## src/rtl/sfp_tester_pkg.sv

```systemverilog
// sfp tester shared definitions
`default_nettype none

package sfp_tester_pkg;

    // ------------------------------
    // counter type
    // ------------------------------
    typedef logic [31:0] count_t;   // period counter and divider width

    // ------------------------------
    // send period timing
    // ------------------------------
    localparam count_t DEF_PERIOD_1 = 32'd20_000_000;  // port 1 strobe start
    localparam count_t DEF_PERIOD_2 = 32'd23_355_443;  // port 2 window base

    // strobe window length in counts
    localparam count_t STROBE_LEN   = 32'd3;

    // counts past period 2 before the counter wraps
    localparam count_t WRAP_MARGIN  = 32'd10;

    // ------------------------------
    // clock dividers
    // ------------------------------
    localparam count_t DEF_BLINK_DIVIDE = 32'd25_000_000;   // 1 hz blink at 50 mhz
    localparam count_t DEF_I2C_DIVIDE   = 32'd124;          // expander i2c bit clock

endpackage

`default_nettype wire

```

## src/rtl/clock_divider.sv

```systemverilog
// toggle clock divider
`timescale 1ns/1ps
`default_nettype none

module clock_divider
    import sfp_tester_pkg::*;
#(
    parameter count_t DIVIDE = DEF_BLINK_DIVIDE
)
(
    input  logic    clk_50_pll,
    input  logic    main_reset,

    output logic    clk_out
);

    // last count before the output toggles
    localparam count_t LAST_COUNT = DIVIDE - count_t'(1);

    count_t div_count;

    // ------------------------------
    // divide counter and toggle
    // ------------------------------
    always_ff @(posedge clk_50_pll, posedge main_reset)
    begin
        if (main_reset)
        begin
            div_count <= '0;
            clk_out   <= 1'b0;
        end
        else
        begin
            if (div_count == LAST_COUNT)
            begin
                div_count <= '0;
                clk_out   <= ~clk_out;      // half period done
            end
            else
            begin
                div_count <= div_count + count_t'(1);
            end
        end
    end

endmodule

`default_nettype wire

```

## src/rtl/send_sequencer.sv

```systemverilog
// send request gating and period counter
`timescale 1ns/1ps
`default_nettype none

module send_sequencer
    import sfp_tester_pkg::*;
#(
    parameter count_t PERIOD_2 = DEF_PERIOD_2
)
(
    input  logic    clk_50_pll,
    input  logic    main_reset,

    input  logic    host_send_req,  // from host, async to our logic timing
    input  logic    mac_inited,
    input  logic    rx_ready,

    output logic    advance,        // link up, request held
    output logic    idle,           // link up, no request
    output count_t  count
);

    // counter returns to zero here
    localparam count_t WRAP_COUNT = PERIOD_2 + WRAP_MARGIN;

    logic send_req_q;
    logic link_up;

    // ------------------------------
    // request register
    // ------------------------------
    always_ff @(posedge clk_50_pll, posedge main_reset)
    begin
        if (main_reset)
        begin
            send_req_q <= 1'b0;
        end
        else
        begin
            send_req_q <= host_send_req;
        end
    end

    // ------------------------------
    // link gating
    // ------------------------------
    // requests only count once mac and transceiver are ready
    assign link_up = mac_inited & rx_ready;

    assign advance = link_up & send_req_q;
    assign idle    = link_up & ~send_req_q;

    // ------------------------------
    // period counter
    // ------------------------------
    always_ff @(posedge clk_50_pll, posedge main_reset)
    begin
        if (main_reset)
        begin
            count <= '0;
        end
        else if (advance)
        begin
            if (count == WRAP_COUNT)
            begin
                count <= '0;                    // end of period
            end
            else
            begin
                count <= count + count_t'(1);
            end
        end
        // holds when not advancing
    end

endmodule

`default_nettype wire

```

## src/rtl/burst_strobe.sv

```systemverilog
// port 1 send strobe
`timescale 1ns/1ps
`default_nettype none

module burst_strobe
    import sfp_tester_pkg::*;
#(
    parameter count_t PERIOD_1 = DEF_PERIOD_1
)
(
    input  logic    clk_50_pll,
    input  logic    main_reset,

    input  logic    advance,
    input  logic    idle,
    input  count_t  count,

    output logic    cmd_send_1
);

    localparam count_t STOP_COUNT = PERIOD_1 + STROBE_LEN;   // window end

    // ------------------------------
    // fixed window in each period
    // ------------------------------
    always_ff @(posedge clk_50_pll, posedge main_reset)
    begin
        if (main_reset)
        begin
            cmd_send_1 <= 1'b0;
        end
        else if (advance)
        begin
            if (count == PERIOD_1)
            begin
                cmd_send_1 <= 1'b1;     // window opens
            end
            else if (count == STOP_COUNT)
            begin
                cmd_send_1 <= 1'b0;
            end
        end
        else if (idle)
        begin
            cmd_send_1 <= 1'b0;         // no request, no sending
        end
    end

endmodule

`default_nettype wire

```

## src/rtl/relay_strobe.sv

```systemverilog
// port 2 send strobe
`timescale 1ns/1ps
`default_nettype none

module relay_strobe
    import sfp_tester_pkg::*;
#(
    parameter count_t PERIOD_2 = DEF_PERIOD_2
)
(
    input  logic    clk_50_pll,
    input  logic    main_reset,

    input  logic    advance,
    input  logic    idle,
    input  logic    data_saved_2,   // level from the receive side of port 2
    input  count_t  count,

    output logic    cmd_send_2
);

    localparam count_t DROP_COUNT = PERIOD_2 + STROBE_LEN;

    // ------------------------------
    // repeat or relay
    // ------------------------------
    always_ff @(posedge clk_50_pll, posedge main_reset)
    begin
        if (main_reset)
        begin
            cmd_send_2 <= 1'b0;
        end
        else if (advance)
        begin
            // host request held, keep sending
            if (!cmd_send_2)
            begin
                cmd_send_2 <= 1'b1;
            end
            else if (count == DROP_COUNT)
            begin
                cmd_send_2 <= 1'b0;             // one cycle gap per period
            end
        end
        else if (idle)
        begin
            // forward each saved packet
            if (data_saved_2 && !cmd_send_2)
            begin
                cmd_send_2 <= 1'b1;
            end
            else if (!data_saved_2)
            begin
                cmd_send_2 <= 1'b0;
            end
        end
    end

endmodule

`default_nettype wire

```

## src/rtl/sfp_tester_top.sv

```systemverilog
// sfp send scheduler top
`timescale 1ns/1ps
`default_nettype none

module sfp_tester_top
    import sfp_tester_pkg::*;
#(
    parameter count_t PERIOD_1     = DEF_PERIOD_1,
    parameter count_t PERIOD_2     = DEF_PERIOD_2,
    parameter count_t BLINK_DIVIDE = DEF_BLINK_DIVIDE,
    parameter count_t I2C_DIVIDE   = DEF_I2C_DIVIDE
)
(
    input  logic    clk_50_pll,
    input  logic    main_reset,

    input  logic    host_send_req,
    input  logic    mac_inited,
    input  logic    rx_ready,
    input  logic    rx_locked_to_ref,
    input  logic    data_saved_2,

    output logic    cmd_send_1,
    output logic    cmd_send_2,

    output logic    blink_led,      // health blink
    output logic    clk_i2c,        // sfp expander bit clock

    output logic    sfp_txflt_led,
    output logic    sfp_rlos_led,
    output logic    sfp_prsn_led
);

    logic   advance;
    logic   idle;
    count_t count;

    // ------------------------------
    // scheduler
    // ------------------------------
    send_sequencer #(
        .PERIOD_2       (PERIOD_2)
    ) send_sequencer_i (
        .clk_50_pll     (clk_50_pll),
        .main_reset     (main_reset),
        .host_send_req  (host_send_req),
        .mac_inited     (mac_inited),
        .rx_ready       (rx_ready),
        .advance        (advance),
        .idle           (idle),
        .count          (count)
    );

    burst_strobe #(
        .PERIOD_1       (PERIOD_1)
    ) burst_strobe_i (
        .clk_50_pll     (clk_50_pll),
        .main_reset     (main_reset),
        .advance        (advance),
        .idle           (idle),
        .count          (count),
        .cmd_send_1     (cmd_send_1)
    );

    relay_strobe #(
        .PERIOD_2       (PERIOD_2)
    ) relay_strobe_i (
        .clk_50_pll     (clk_50_pll),
        .main_reset     (main_reset),
        .advance        (advance),
        .idle           (idle),
        .data_saved_2   (data_saved_2),
        .count          (count),
        .cmd_send_2     (cmd_send_2)
    );

    // ------------------------------
    // dividers
    // ------------------------------
    clock_divider #(
        .DIVIDE         (BLINK_DIVIDE)
    ) blink_divider (
        .clk_50_pll     (clk_50_pll),
        .main_reset     (main_reset),
        .clk_out        (blink_led)
    );

    clock_divider #(
        .DIVIDE         (I2C_DIVIDE)
    ) i2c_divider (
        .clk_50_pll     (clk_50_pll),
        .main_reset     (main_reset),
        .clk_out        (clk_i2c)
    );

    // status leds
    assign sfp_txflt_led = mac_inited;
    assign sfp_rlos_led  = rx_ready;
    assign sfp_prsn_led  = rx_locked_to_ref;    // transceiver locked to ref clock

endmodule

`default_nettype wire

```

## config.mk

```make
export PLATFORM = sky130hd
export DESIGN_NAME = sfp_tester_top
export DESIGN_NICKNAME = d
export VERILOG_FILES = /design/src/rtl/sfp_tester_pkg.sv /design/src/rtl/clock_divider.sv /design/src/rtl/send_sequencer.sv /design/src/rtl/burst_strobe.sv /design/src/rtl/relay_strobe.sv /design/src/rtl/sfp_tester_top.sv
export SDC_FILE = /design/constraint.sdc
export NUM_CORES = 1
export LEC_CHECK = 0
export ABC_AREA = 1
export BUFFER_PORTS_ARGS = -buffer_cell sky130_fd_sc_hd__buf_4
export CELL_PAD_IN_SITES_DETAIL_PLACEMENT = 0
export CELL_PAD_IN_SITES_GLOBAL_PLACEMENT = 1
export CORE_MARGIN = 5
export CORE_UTILIZATION = 50
export CTS_CLUSTER_DIAMETER = 200
export DETAILED_ROUTE_END_ITERATION = 12
export HOLD_SLACK_MARGIN = 0.03
export PLACE_DENSITY_LB_ADDON = 0.1
export SLEW_MARGIN = 10
export SYNTH_ARGS = -nofsm -noshare
export SYNTH_HDL_FRONTEND = slang
export SYNTH_SLANG_ARGS = --single-unit
export TNS_END_PERCENT = 100
```

## constraint.sdc

```tcl
create_clock -name clk_50_pll -period 4.7 [get_ports clk_50_pll]
set_clock_uncertainty 0.2 [all_clocks]
set_input_delay 0 -clock clk_50_pll [delete_from_list [all_inputs] [get_ports clk_50_pll]]
set_output_delay 0 -clock clk_50_pll [all_outputs]
set_load 0.01 [all_outputs]
```

==> results of run 1 <==
==> worst reg2reg max path, delay by kind of cell, from the launching register on <==
family                 cells  cell delay (ns)
buffers and inverters      2             0.70
AND/OR/NAND/NOR            6             0.69
flip-flops                 1             0.42
AO/OA/AOI/OAI              1             0.06
==> routing by layer <==
layer | global-route usage | vias to the layer above
met3 | 0.0480 | 22
met4 | 0.0623 | 0
li1 | - | 2748
met1 | 0.271 | 2464
met2 | 0.340 | 114
met5 | 0 | -
==> through the flow <==
stage                util  cells  instance area, um2
finish              0.566   1071                6830
global placement    0.533   1046                6430
detailed placement  0.533   1046                6430
CTS                 0.566   1071                6830
global route        0.566   1071                6830
floorplan               -    871                6160
==> layout make-up <==
cell class	instances	area, um2
fill	1176	5240
multi-input combinational	606	3000
sequential	101	2530
inverter	159	599
clock buffer	11	253
tap	168	210
timing repair buffer	21	180
clock inverter	5	57.6
==> state kept, by name, summed over array words and instances, names as in the netlist <==
| name | count |
|---|---|
| blink_divider.div_count | 32 |
| i2c_divider.div_count | 32 |
| send_sequencer_i.count | 32 |
| blink_divider.clk_out | 1 |
| burst_strobe_i.cmd_send_1 | 1 |
| i2c_divider.clk_out | 1 |
| relay_strobe_i.cmd_send_2 | 1 |
| send_sequencer_i.send_req_q | 1 |
==> worst max-delay path by stage <==
stage | start | endpoint | cells after the start
after floorplan | main_reset | blink_divider.clk_out$_DFFE_PP0N_ | 1
after global placement | send_sequencer_i.count[27]$_DFFE_PP0P_ | send_sequencer_i.count[18]$_DFFE_PP0P_ | 8
after detailed placement | i2c_divider.div_count[0]$_DFF_PP0_ | i2c_divider.div_count[10]$_DFF_PP0_ | 7
after CTS | mac_inited | relay_strobe_i.cmd_send_2$_DFFE_PP0P_ | 11
after global routing | mac_inited | relay_strobe_i.cmd_send_2$_DFFE_PP0P_ | 11
final | mac_inited | relay_strobe_i.cmd_send_2$_DFFE_PP0P_ | 11
==> cell families after synthesis <==
kind of cell | share of synthesized area
xor+xnor | 0.0783
buf+inv | 0.102
flops | 0.411
simple gates | 0.386
compound gates | 0.0110
fa+ha+maj | 0.0122
==> cell usage in the layout, fill, tap and decap left out, types with 5 or more instances in the layout <==
master / n
sky130_fd_sc_hd__dfrtp_1: 101
sky130_fd_sc_hd__a21oi_1: 5
sky130_fd_sc_hd__buf_4: 12
sky130_fd_sc_hd__dlygate4sd3_1: 9
sky130_fd_sc_hd__clkbuf_16: 9
sky130_fd_sc_hd__ha_1: 6
sky130_fd_sc_hd__nand2_2: 7
sky130_fd_sc_hd__inv_1: 154
sky130_fd_sc_hd__nor2_1: 136
sky130_fd_sc_hd__nor3_1: 54
sky130_fd_sc_hd__xnor2_1: 8
sky130_fd_sc_hd__nand2_1: 216
sky130_fd_sc_hd__nand4_1: 31
sky130_fd_sc_hd__o21ai_0: 5
sky130_fd_sc_hd__nor2_4: 8
sky130_fd_sc_hd__xor2_1: 47
sky130_fd_sc_hd__nand3_1: 59
sky130_fd_sc_hd__nor2_2: 6
==> where the power goes <==
| part | total, mW | switching [mW] | internal [mW] | leakage (nW) |
|---|---|---|---|---|
| Combinational | 0.101 | 0.0642 | 0.0367 | 1.98 |
| Sequential | 0.911 | 0.0239 | 0.887 | 1.28 |
| Clock | 0.779 | 0.336 | 0.443 | 0.156 |
| Total | 1.79 | 0.424 | 1.37 | 3.42 |
==> impl_metrics.prom, run 1 <==
# TYPE chip_impl_metric gauge
chip_impl_metric{name="cp_data_required_time",unit="ns"} 4.73
chip_impl_metric{name="final_nets",unit=""} 911
chip_impl_info{name="worst_hold_path_type",value="input pin to register"} 1
chip_impl_info{name="yosys-top-cells-count",value="216 x sky130_fd_sc_hd__nand2_1, 155 x sky130_fd_sc_hd__inv_1, 136 x sky130_fd_sc_hd__nor2_1"} 1
chip_impl_metric{name="static-leakage-power",unit="nW"} 3.42
chip_impl_metric{name="synth_area",unit="um2"} 6160
chip_impl_metric{name="vdd_drop_max",unit="uV"} 147
chip_impl_metric{name="netlist_instances",unit=""} 871
chip_impl_metric{name="r2r.worst_path.cells",unit=""} 9
chip_impl_info{name="critical_path.reg2reg.endpoint",value="relay_strobe_i.cmd_send_2$_DFFE_PP0P_"} 1
chip_impl_metric{name="fp.dieW",unit="um"} 121
chip_impl_info{name="synth.most_common_cell",value="sky130_fd_sc_hd__nand2_1"} 1
chip_impl_metric{name="cts.repair_timing.setup_buffer_count",unit=""} 0
chip_impl_info{name="postSynth.topFlopCell",value="sky130_fd_sc_hd__dfrtp_1"} 1
chip_impl_metric{name="fraction_of_final_layout_cells_sized_beyond_drive_strength_1",unit=""} 0.0642
chip_impl_metric{name="first_global_vias",unit=""} 5137
chip_impl_metric{name="timing.max_slew.rel_slack",unit=""} 0.402
chip_impl_metric{name="final_hold_viol_count",unit=""} 0
chip_impl_metric{name="finalWorstPathRequiredPeriod",unit="ns"} 2.63
chip_impl_metric{name="clk_transition_reported_paths",unit="ns"} 0.06
chip_impl_metric{name="setup-tns-final",unit="ns"} 0
chip_impl_metric{name="first_pass_grt_wire_length",unit="mm"} 24.2
chip_impl_metric{name="timing.final.max_slew_violations",unit=""} 0
chip_impl_metric{name="synth.avg_cell_area",unit="um2"} 7.07
chip_impl_metric{name="detailedRoute.firstIterationViolations",unit=""} 336
chip_impl_metric{name="async_reset_ff_frac",unit=""} 1.00
chip_impl_metric{name="achievable-frequency",unit="MHz"} 380
chip_impl_metric{name="detailroute.via_count",unit=""} 5348
chip_impl_metric{name="antenna_violating_nets_post_route",unit=""} 0
chip_impl_info{name="status",value="finished clean"} 1
chip_impl_info{name="rsz0062_at_grt",value="false"} 1
chip_impl_metric{name="netlist.area_leader.share",unit=""} 0.411
chip_impl_metric{name="clock_insertion_delay_worst_skew",unit="ns"} 0.36
chip_impl_metric{name="numCtsBuffers",unit=""} 9
chip_impl_info{name="criticalPathCategory",value="input pin to register"} 1
chip_impl_info{name="post_synth_main_area_contributors",value="sky130_fd_sc_hd__dfrtp_1 41%, sky130_fd_sc_hd__nand2_1 13%, sky130_fd_sc_hd__inv_1 9.5%"} 1
chip_impl_metric{name="floorplan.initialDensity",unit=""} 0.510
chip_impl_info{name="cts_root_buf",value="sky130_fd_sc_hd__clkbuf_16"} 1
chip_impl_metric{name="drc",unit=""} 0
chip_impl_metric{name="synth_enable_flop_cells",unit=""} 0
chip_impl_metric{name="drv.max_cap_violation_count",unit=""} 0
chip_impl_metric{name="post_drt_wl_per_cell",unit="um"} 13.4
chip_impl_metric{name="postSynthRegisterBits",unit=""} 101
chip_impl_metric{name="place.gp.congestion",unit=""} 0.897
chip_impl_metric{name="coreArea",unit="um2"} 12100
chip_impl_info{name="hold-path-endpoint",value="send_sequencer_i.send_req_q$_DFF_PP0_"} 1
chip_impl_metric{name="die-area",unit="um2"} 14600
chip_impl_info{name="worstPathCellList",value="dlygate4sd3_1 > buf_4 > nand2_1 > dlygate4sd3_1 > nor2_4 > nand4_1 > nor2_1 > nand2_1 > nand2_1 > o21ai_0 > dlygate4sd3_1"} 1
chip_impl_metric{name="num_rows",unit=""} 40
chip_impl_metric{name="track_usage",unit=""} 0.207
chip_impl_metric{name="final_min_period_over_clock_period",unit=""} 0.560
chip_impl_metric{name="synth.distinct_cells",unit=""} 26
chip_impl_metric{name="detailedRoute.firstPassIterationCount",unit=""} 4
chip_impl_metric{name="max_slew.worst_pin.slew",unit="ns"} 0.897
chip_impl_metric{name="area_delta_synth_final",unit="%"} 10.9
chip_impl_info{name="hold_path_startpoint",value="host_send_req"} 1
chip_impl_metric{name="ioPinCount",unit=""} 14
chip_impl_metric{name="cp_max_fo",unit=""} 16
chip_impl_metric{name="setup_violations",unit=""} 0
chip_impl_metric{name="signal_arrival_time_at_the_worst_endpoint",unit="ns"} 2.67
chip_impl_metric{name="wirelength",unit="mm"} 14.3
chip_impl_metric{name="die_y",unit="um"} 121
chip_impl_metric{name="ctsHoldBuffers",unit=""} 9
chip_impl_metric{name="ys_warn_count",unit=""} 0
chip_impl_metric{name="met2_wirelength",unit="mm"} 6.72
chip_impl_metric{name="grt_max_degree",unit=""} 71
chip_impl_info{name="r2r_start",value="send_sequencer_i.count[27]$_DFFE_PP0P_"} 1
chip_impl_metric{name="grt_antenna_before_repair",unit=""} 0
chip_impl_metric{name="detail_route.vias_per_cell",unit=""} 4.99
chip_impl_metric{name="insertedDiodeCount",unit=""} 0
chip_impl_metric{name="finalHoldWorstSlack",unit="ns"} 0.103
chip_impl_info{name="kind_of_cell_with_the_highest_combined_delay_on_the_critical_path",value="buffers and inverters"} 1
chip_impl_metric{name="overflow",unit=""} 0
chip_impl_metric{name="dr_wl_met3",unit="um"} 672
chip_impl_metric{name="power.density",unit="nW/um2"} 262
chip_impl_metric{name="syn-num-nets",unit=""} 884
chip_impl_metric{name="route.layer.met1.wl",unit="mm"} 6.67
chip_impl_metric{name="htreeDepth",unit=""} 3
chip_impl_metric{name="totalPowerFinal",unit="mW"} 1.79
chip_impl_metric{name="max_stage_delay",unit="ns"} 0.61
chip_impl_metric{name="clk_sinks",unit=""} 101
chip_impl_metric{name="hold_path_depth",unit=""} 2
chip_impl_info{name="endpoint_kind",value="register"} 1
chip_impl_info{name="cts_tree",value="done"} 1
chip_impl_metric{name="clock_buffer_depth",unit=""} 2
chip_impl_metric{name="setup_slack",unit="ns"} 2.07
chip_impl_metric{name="portBuffers",unit=""} 11
chip_impl_metric{name="setup.reg_to_reg.worst_slack",unit="ns"} 2.51
chip_impl_info{name="synth_largest_area_cell",value="sky130_fd_sc_hd__dfrtp_1"} 1
chip_impl_info{name="maxUsedRoutingLayer",value="met4"} 1
chip_impl_metric{name="post_cts.resized_instances",unit=""} 0
chip_impl_info{name="critPathLaunchType",value="input pin"} 1
chip_impl_info{name="timing.critical_path.slowest_stage_cell",value="sky130_fd_sc_hd__dlygate4sd3_1"} 1
chip_impl_metric{name="detailed_place_hpwl",unit="mm"} 11.0
chip_impl_metric{name="detailedPlace.worstSlack",unit="ns"} 2.67
chip_impl_metric{name="yosysSeqAreaShare",unit=""} 0.411
chip_impl_metric{name="cp.buffers_inverters",unit=""} 4
No activity file was read; power rests on OpenSTA's default activity.
==> inputs of run 2 (changes only) <==
--- a/config.mk
+++ b/config.mk
@@ -10,7 +10,7 @@
 export CELL_PAD_IN_SITES_DETAIL_PLACEMENT = 0
 export CELL_PAD_IN_SITES_GLOBAL_PLACEMENT = 1
 export CORE_MARGIN = 5
-export CORE_UTILIZATION = 50
+export CORE_UTILIZATION = 46
 export CTS_CLUSTER_DIAMETER = 200
 export DETAILED_ROUTE_END_ITERATION = 12
 export HOLD_SLACK_MARGIN = 0.03
==> constraint.sdc (replaced) <==
create_clock -name clk_50_pll -period 2.5 [get_ports clk_50_pll]
set_clock_uncertainty 0.2 [all_clocks]
set_input_delay 0 -clock clk_50_pll [delete_from_list [all_inputs] [get_ports clk_50_pll]]
set_output_delay 0 -clock clk_50_pll [all_outputs]
set_load 0.01 [all_outputs]
==> run 2 against run 1 <==
Against the previous run: non-clock buffer count rose by 4; worst setup slack got worse by 1.8 ns; hold slack got worse by 0.018 ns; clock-buffer cell count fell by 1; final cell count rose by 1.0%; flip-flop and latch count did not move; final area rose by 0.84%; core utilization fell by 4.4 points; clock power rose by 93%; critical path depth fell by 2; register-to-register slack got worse by 2.3 ns; global-route usage fell by 0.72 points.
==> impl_metrics.prom, run 2 (same netlist as run 1, synthesis figures left out) <==
# TYPE chip_impl_metric gauge
chip_impl_metric{name="first_global_vias",unit=""} 5420
chip_impl_metric{name="achievable-frequency",unit="MHz"} 444
chip_impl_metric{name="n_fill_cell",unit=""} 1355
chip_impl_metric{name="place.gp.congestion",unit=""} 0.878
chip_impl_metric{name="fraction_of_final_layout_cells_sized_beyond_drive_strength_1",unit=""} 0.0673
chip_impl_metric{name="power.combinational.fraction",unit=""} 0.058
chip_impl_metric{name="timing.max_slew.rel_slack",unit=""} 0.591
chip_impl_metric{name="post_cts.resized_instances",unit=""} 0
chip_impl_metric{name="max_stage_delay",unit="ns"} 0.56
chip_impl_metric{name="cts.repair_timing.setup_buffer_count",unit=""} 0
chip_impl_metric{name="static-leakage-power",unit="nW"} 3.44
chip_impl_metric{name="portBuffers",unit=""} 11
chip_impl_metric{name="seq_power_share",unit=""} 0.501
chip_impl_info{name="final_common_cell",value="sky130_fd_sc_hd__nand2_1"} 1
chip_impl_metric{name="htreeDepth",unit=""} 3
chip_impl_metric{name="finalWorstPathRequiredPeriod",unit="ns"} 2.25
chip_impl_metric{name="timing.final.max_slew_violations",unit=""} 0
chip_impl_metric{name="clock_buffer_depth",unit=""} 2
chip_impl_metric{name="power.density",unit="nW/um2"} 497
chip_impl_metric{name="detailedRoute.firstPassIterationCount",unit=""} 5
chip_impl_info{name="critPathLaunchType",value="register"} 1
chip_impl_metric{name="numCtsBuffers",unit=""} 9
chip_impl_metric{name="setup_violations",unit=""} 0
chip_impl_metric{name="drv.max_cap_violation_count",unit=""} 0
chip_impl_metric{name="clk_sinks",unit=""} 101
chip_impl_metric{name="sw_frac_of_total",unit=""} 0.229
chip_impl_metric{name="cp_max_fo",unit=""} 11
chip_impl_info{name="critical_path.most_common_cell",value="sky130_fd_sc_hd__nand2_1"} 1
chip_impl_metric{name="final_nets",unit=""} 915
chip_impl_info{name="endpoint_kind",value="register"} 1
chip_impl_metric{name="setup-tns-final",unit="ns"} 0
chip_impl_info{name="timing.critical_path.slowest_stage_cell",value="sky130_fd_sc_hd__dlygate4sd3_1"} 1
chip_impl_metric{name="detailed_place_hpwl",unit="mm"} 11.7
chip_impl_metric{name="signal_arrival_time_at_the_worst_endpoint",unit="ns"} 2.29
chip_impl_metric{name="p_sw",unit="mW"} 0.783
chip_impl_metric{name="clk_transition_reported_paths",unit="ns"} 0.07
chip_impl_metric{name="overflow",unit=""} 0
chip_impl_metric{name="detail_route.vias_per_cell",unit=""} 4.97
chip_impl_metric{name="grt_max_degree",unit=""} 54
chip_impl_metric{name="post_drt_wl_per_cell",unit="um"} 13.7
chip_impl_info{name="kind_of_cell_with_the_highest_combined_delay_on_the_critical_path",value="buffers and inverters"} 1
chip_impl_metric{name="coreArea",unit="um2"} 13200
chip_impl_metric{name="die-area",unit="um2"} 15800
chip_impl_info{name="cts_root_buf",value="sky130_fd_sc_hd__clkbuf_16"} 1
chip_impl_info{name="cts_tree",value="done"} 1
chip_impl_metric{name="cp.buffers_inverters",unit=""} 3
chip_impl_metric{name="wirelength",unit="mm"} 14.8
chip_impl_metric{name="detailedRoute.firstIterationViolations",unit=""} 390
chip_impl_metric{name="share_clk_of_total_power",unit=""} 0.440
chip_impl_metric{name="post-route-util",unit=""} 0.522
chip_impl_metric{name="final_min_period_over_clock_period",unit=""} 0.902
chip_impl_metric{name="num_rows",unit=""} 42
chip_impl_metric{name="detailroute.via_count",unit=""} 5380
chip_impl_metric{name="grt_antenna_before_repair",unit=""} 0
chip_impl_metric{name="floorplan.initialDensity",unit=""} 0.467
chip_impl_metric{name="max_slew.worst_pin.slew",unit="ns"} 0.613
chip_impl_info{name="worstPathCellList",value="inv_1 > nor2_4 > buf_4 > nand4_1 > nor2_1 > nand2_1 > nand2_1 > o21ai_0 > dlygate4sd3_1"} 1
chip_impl_metric{name="clock_insertion_delay_worst_skew",unit="ns"} 0.35
chip_impl_info{name="most_used_cells_in_the_layout_excluding_fill_and_tap_cells",value="216 x sky130_fd_sc_hd__nand2_1, 154 x sky130_fd_sc_hd__inv_1, 136 x sky130_fd_sc_hd__nor2_1"} 1
chip_impl_info{name="rsz0062_at_grt",value="false"} 1
chip_impl_metric{name="area_delta_synth_final",unit="%"} 11.8
chip_impl_metric{name="track_usage",unit=""} 0.199
chip_impl_info{name="status",value="finished clean"} 1
chip_impl_info{name="criticalPathCategory",value="register to register"} 1
chip_impl_info{name="worst_hold_path_type",value="input pin to asynchronous set/reset pin"} 1
chip_impl_metric{name="vdd_drop_max",unit="uV"} 274
chip_impl_metric{name="fp.dieW",unit="um"} 126
chip_impl_metric{name="setup.reg_to_reg.worst_slack",unit="ns"} 0.25
chip_impl_metric{name="ioPinCount",unit=""} 14
chip_impl_info{name="layout_top_registers",value="blink_divider.div_count (32), i2c_divider.div_count (32), send_sequencer_i.count (32)"} 1
chip_impl_metric{name="drc",unit=""} 0
chip_impl_metric{name="final_hold_viol_count",unit=""} 0
chip_impl_metric{name="cp_data_required_time",unit="ns"} 2.54
chip_impl_metric{name="ctsHoldBuffers",unit=""} 9
chip_impl_metric{name="power.internal",unit="mW"} 2.64
chip_impl_metric{name="antenna_violating_nets_post_route",unit=""} 0
chip_impl_metric{name="first_pass_grt_wire_length",unit="mm"} 26.0
chip_impl_metric{name="insertedDiodeCount",unit=""} 0
chip_impl_metric{name="die_y",unit="um"} 126
-- run 2: cell types whose count changed in the layout (fill, tap and decap cells not counted) --
cell                         delta
sky130_fd_sc_hd__buf_4          +3
sky130_fd_sc_hd__clkinvlp_4     +1
sky130_fd_sc_hd__buf_12         +1
sky130_fd_sc_hd__clkbuf_8       -1
sky130_fd_sc_hd__clkinv_2       +1
sky130_fd_sc_hd__clkinv_4       -1
sky130_fd_sc_hd__inv_4          -1
sky130_fd_sc_hd__inv_6          -1
sky130_fd_sc_hd__bufinv_16      +1
-- run 2: power groups by stage --
stage,clock [mW],sequential (mW),combinational (mW)
4_1_cts,1.56,1.71,0.206
6_report,1.50,1.71,0.200
3_3_place_gp,0,1.75,0.185
5_1_grt,1.62,1.72,0.231
3_5_place_dp,0,1.75,0.190
2_1_floorplan,0,1.74,0.135
-- run 2: cell type report --
cell class	instances	area, um2	share of cell area
Multi-Input combinational cell	606	3000	0.436
Sequential cell	101	2530	0.367
Inverter	159	601	0.0872
Clock buffer	10	239	0.0347
Timing Repair Buffer	25	223	0.0324
Tap cell	176	220	0.0320
Clock inverter	5	75.1	0.0109
-- run 2: tightest hold or removal path: stages --
cell and delay (ns):
sky130_fd_sc_hd__dlygate4sd3_1 0.54, sky130_fd_sc_hd__buf_4 0.14, sky130_fd_sc_hd__clkinvlp_4 0.41
-- run 2: final timing paths --
kind / startpoint / endpoint / cells after the start
max reg2reg: send_sequencer_i.send_req_q$_DFF_PP0_ / relay_strobe_i.cmd_send_2$_DFFE_PP0P_ / 9
min: main_reset / blink_divider.div_count[20]$_DFF_PP0_ / 3
max: send_sequencer_i.send_req_q$_DFF_PP0_ / relay_strobe_i.cmd_send_2$_DFFE_PP0P_ / 9
max in group asynchronous: main_reset / send_sequencer_i.count[21]$_DFFE_PP0P_ / 4
min reg2reg: blink_divider.div_count[0]$_DFF_PP0_ / blink_divider.div_count[0]$_DFF_PP0_ / 1
min in group clk_50_pll: host_send_req / send_sequencer_i.send_req_q$_DFF_PP0_ / 2
-- run 2: stage by stage --
| stage | total power, mW | std cells | worst slack, ns | area (um2) | hold WS [ns] |
|---|---|---|---|---|---|
| finish | 3.42 | 1082 | 0.246 | 6880 | 0.0845 |
| floorplan | 1.87 | 871 | 0.770 | 6160 | -0.169 |
| detailed placement | 1.94 | 1058 | 0.347 | 6480 | -0.200 |
| global placement | 1.93 | 1058 | 0.393 | 6480 | -0.200 |
| global route | 3.56 | 1082 | 0.106 | 6880 | 0.128 |
| CTS | 3.48 | 1082 | 0.243 | 6880 | 0.0861 |
-- run 2: per-layer routing --
layer | global-route usage | wire length (um) | vias up
met1 | 0.277 | 7300 | 2524
li1 | - | - | 2761
met4 | 0.0682 | 260 | 0
met3 | 0.0258 | 409 | 18
met5 | 0 | 0 | -
met2 | 0.323 | 6870 | 77
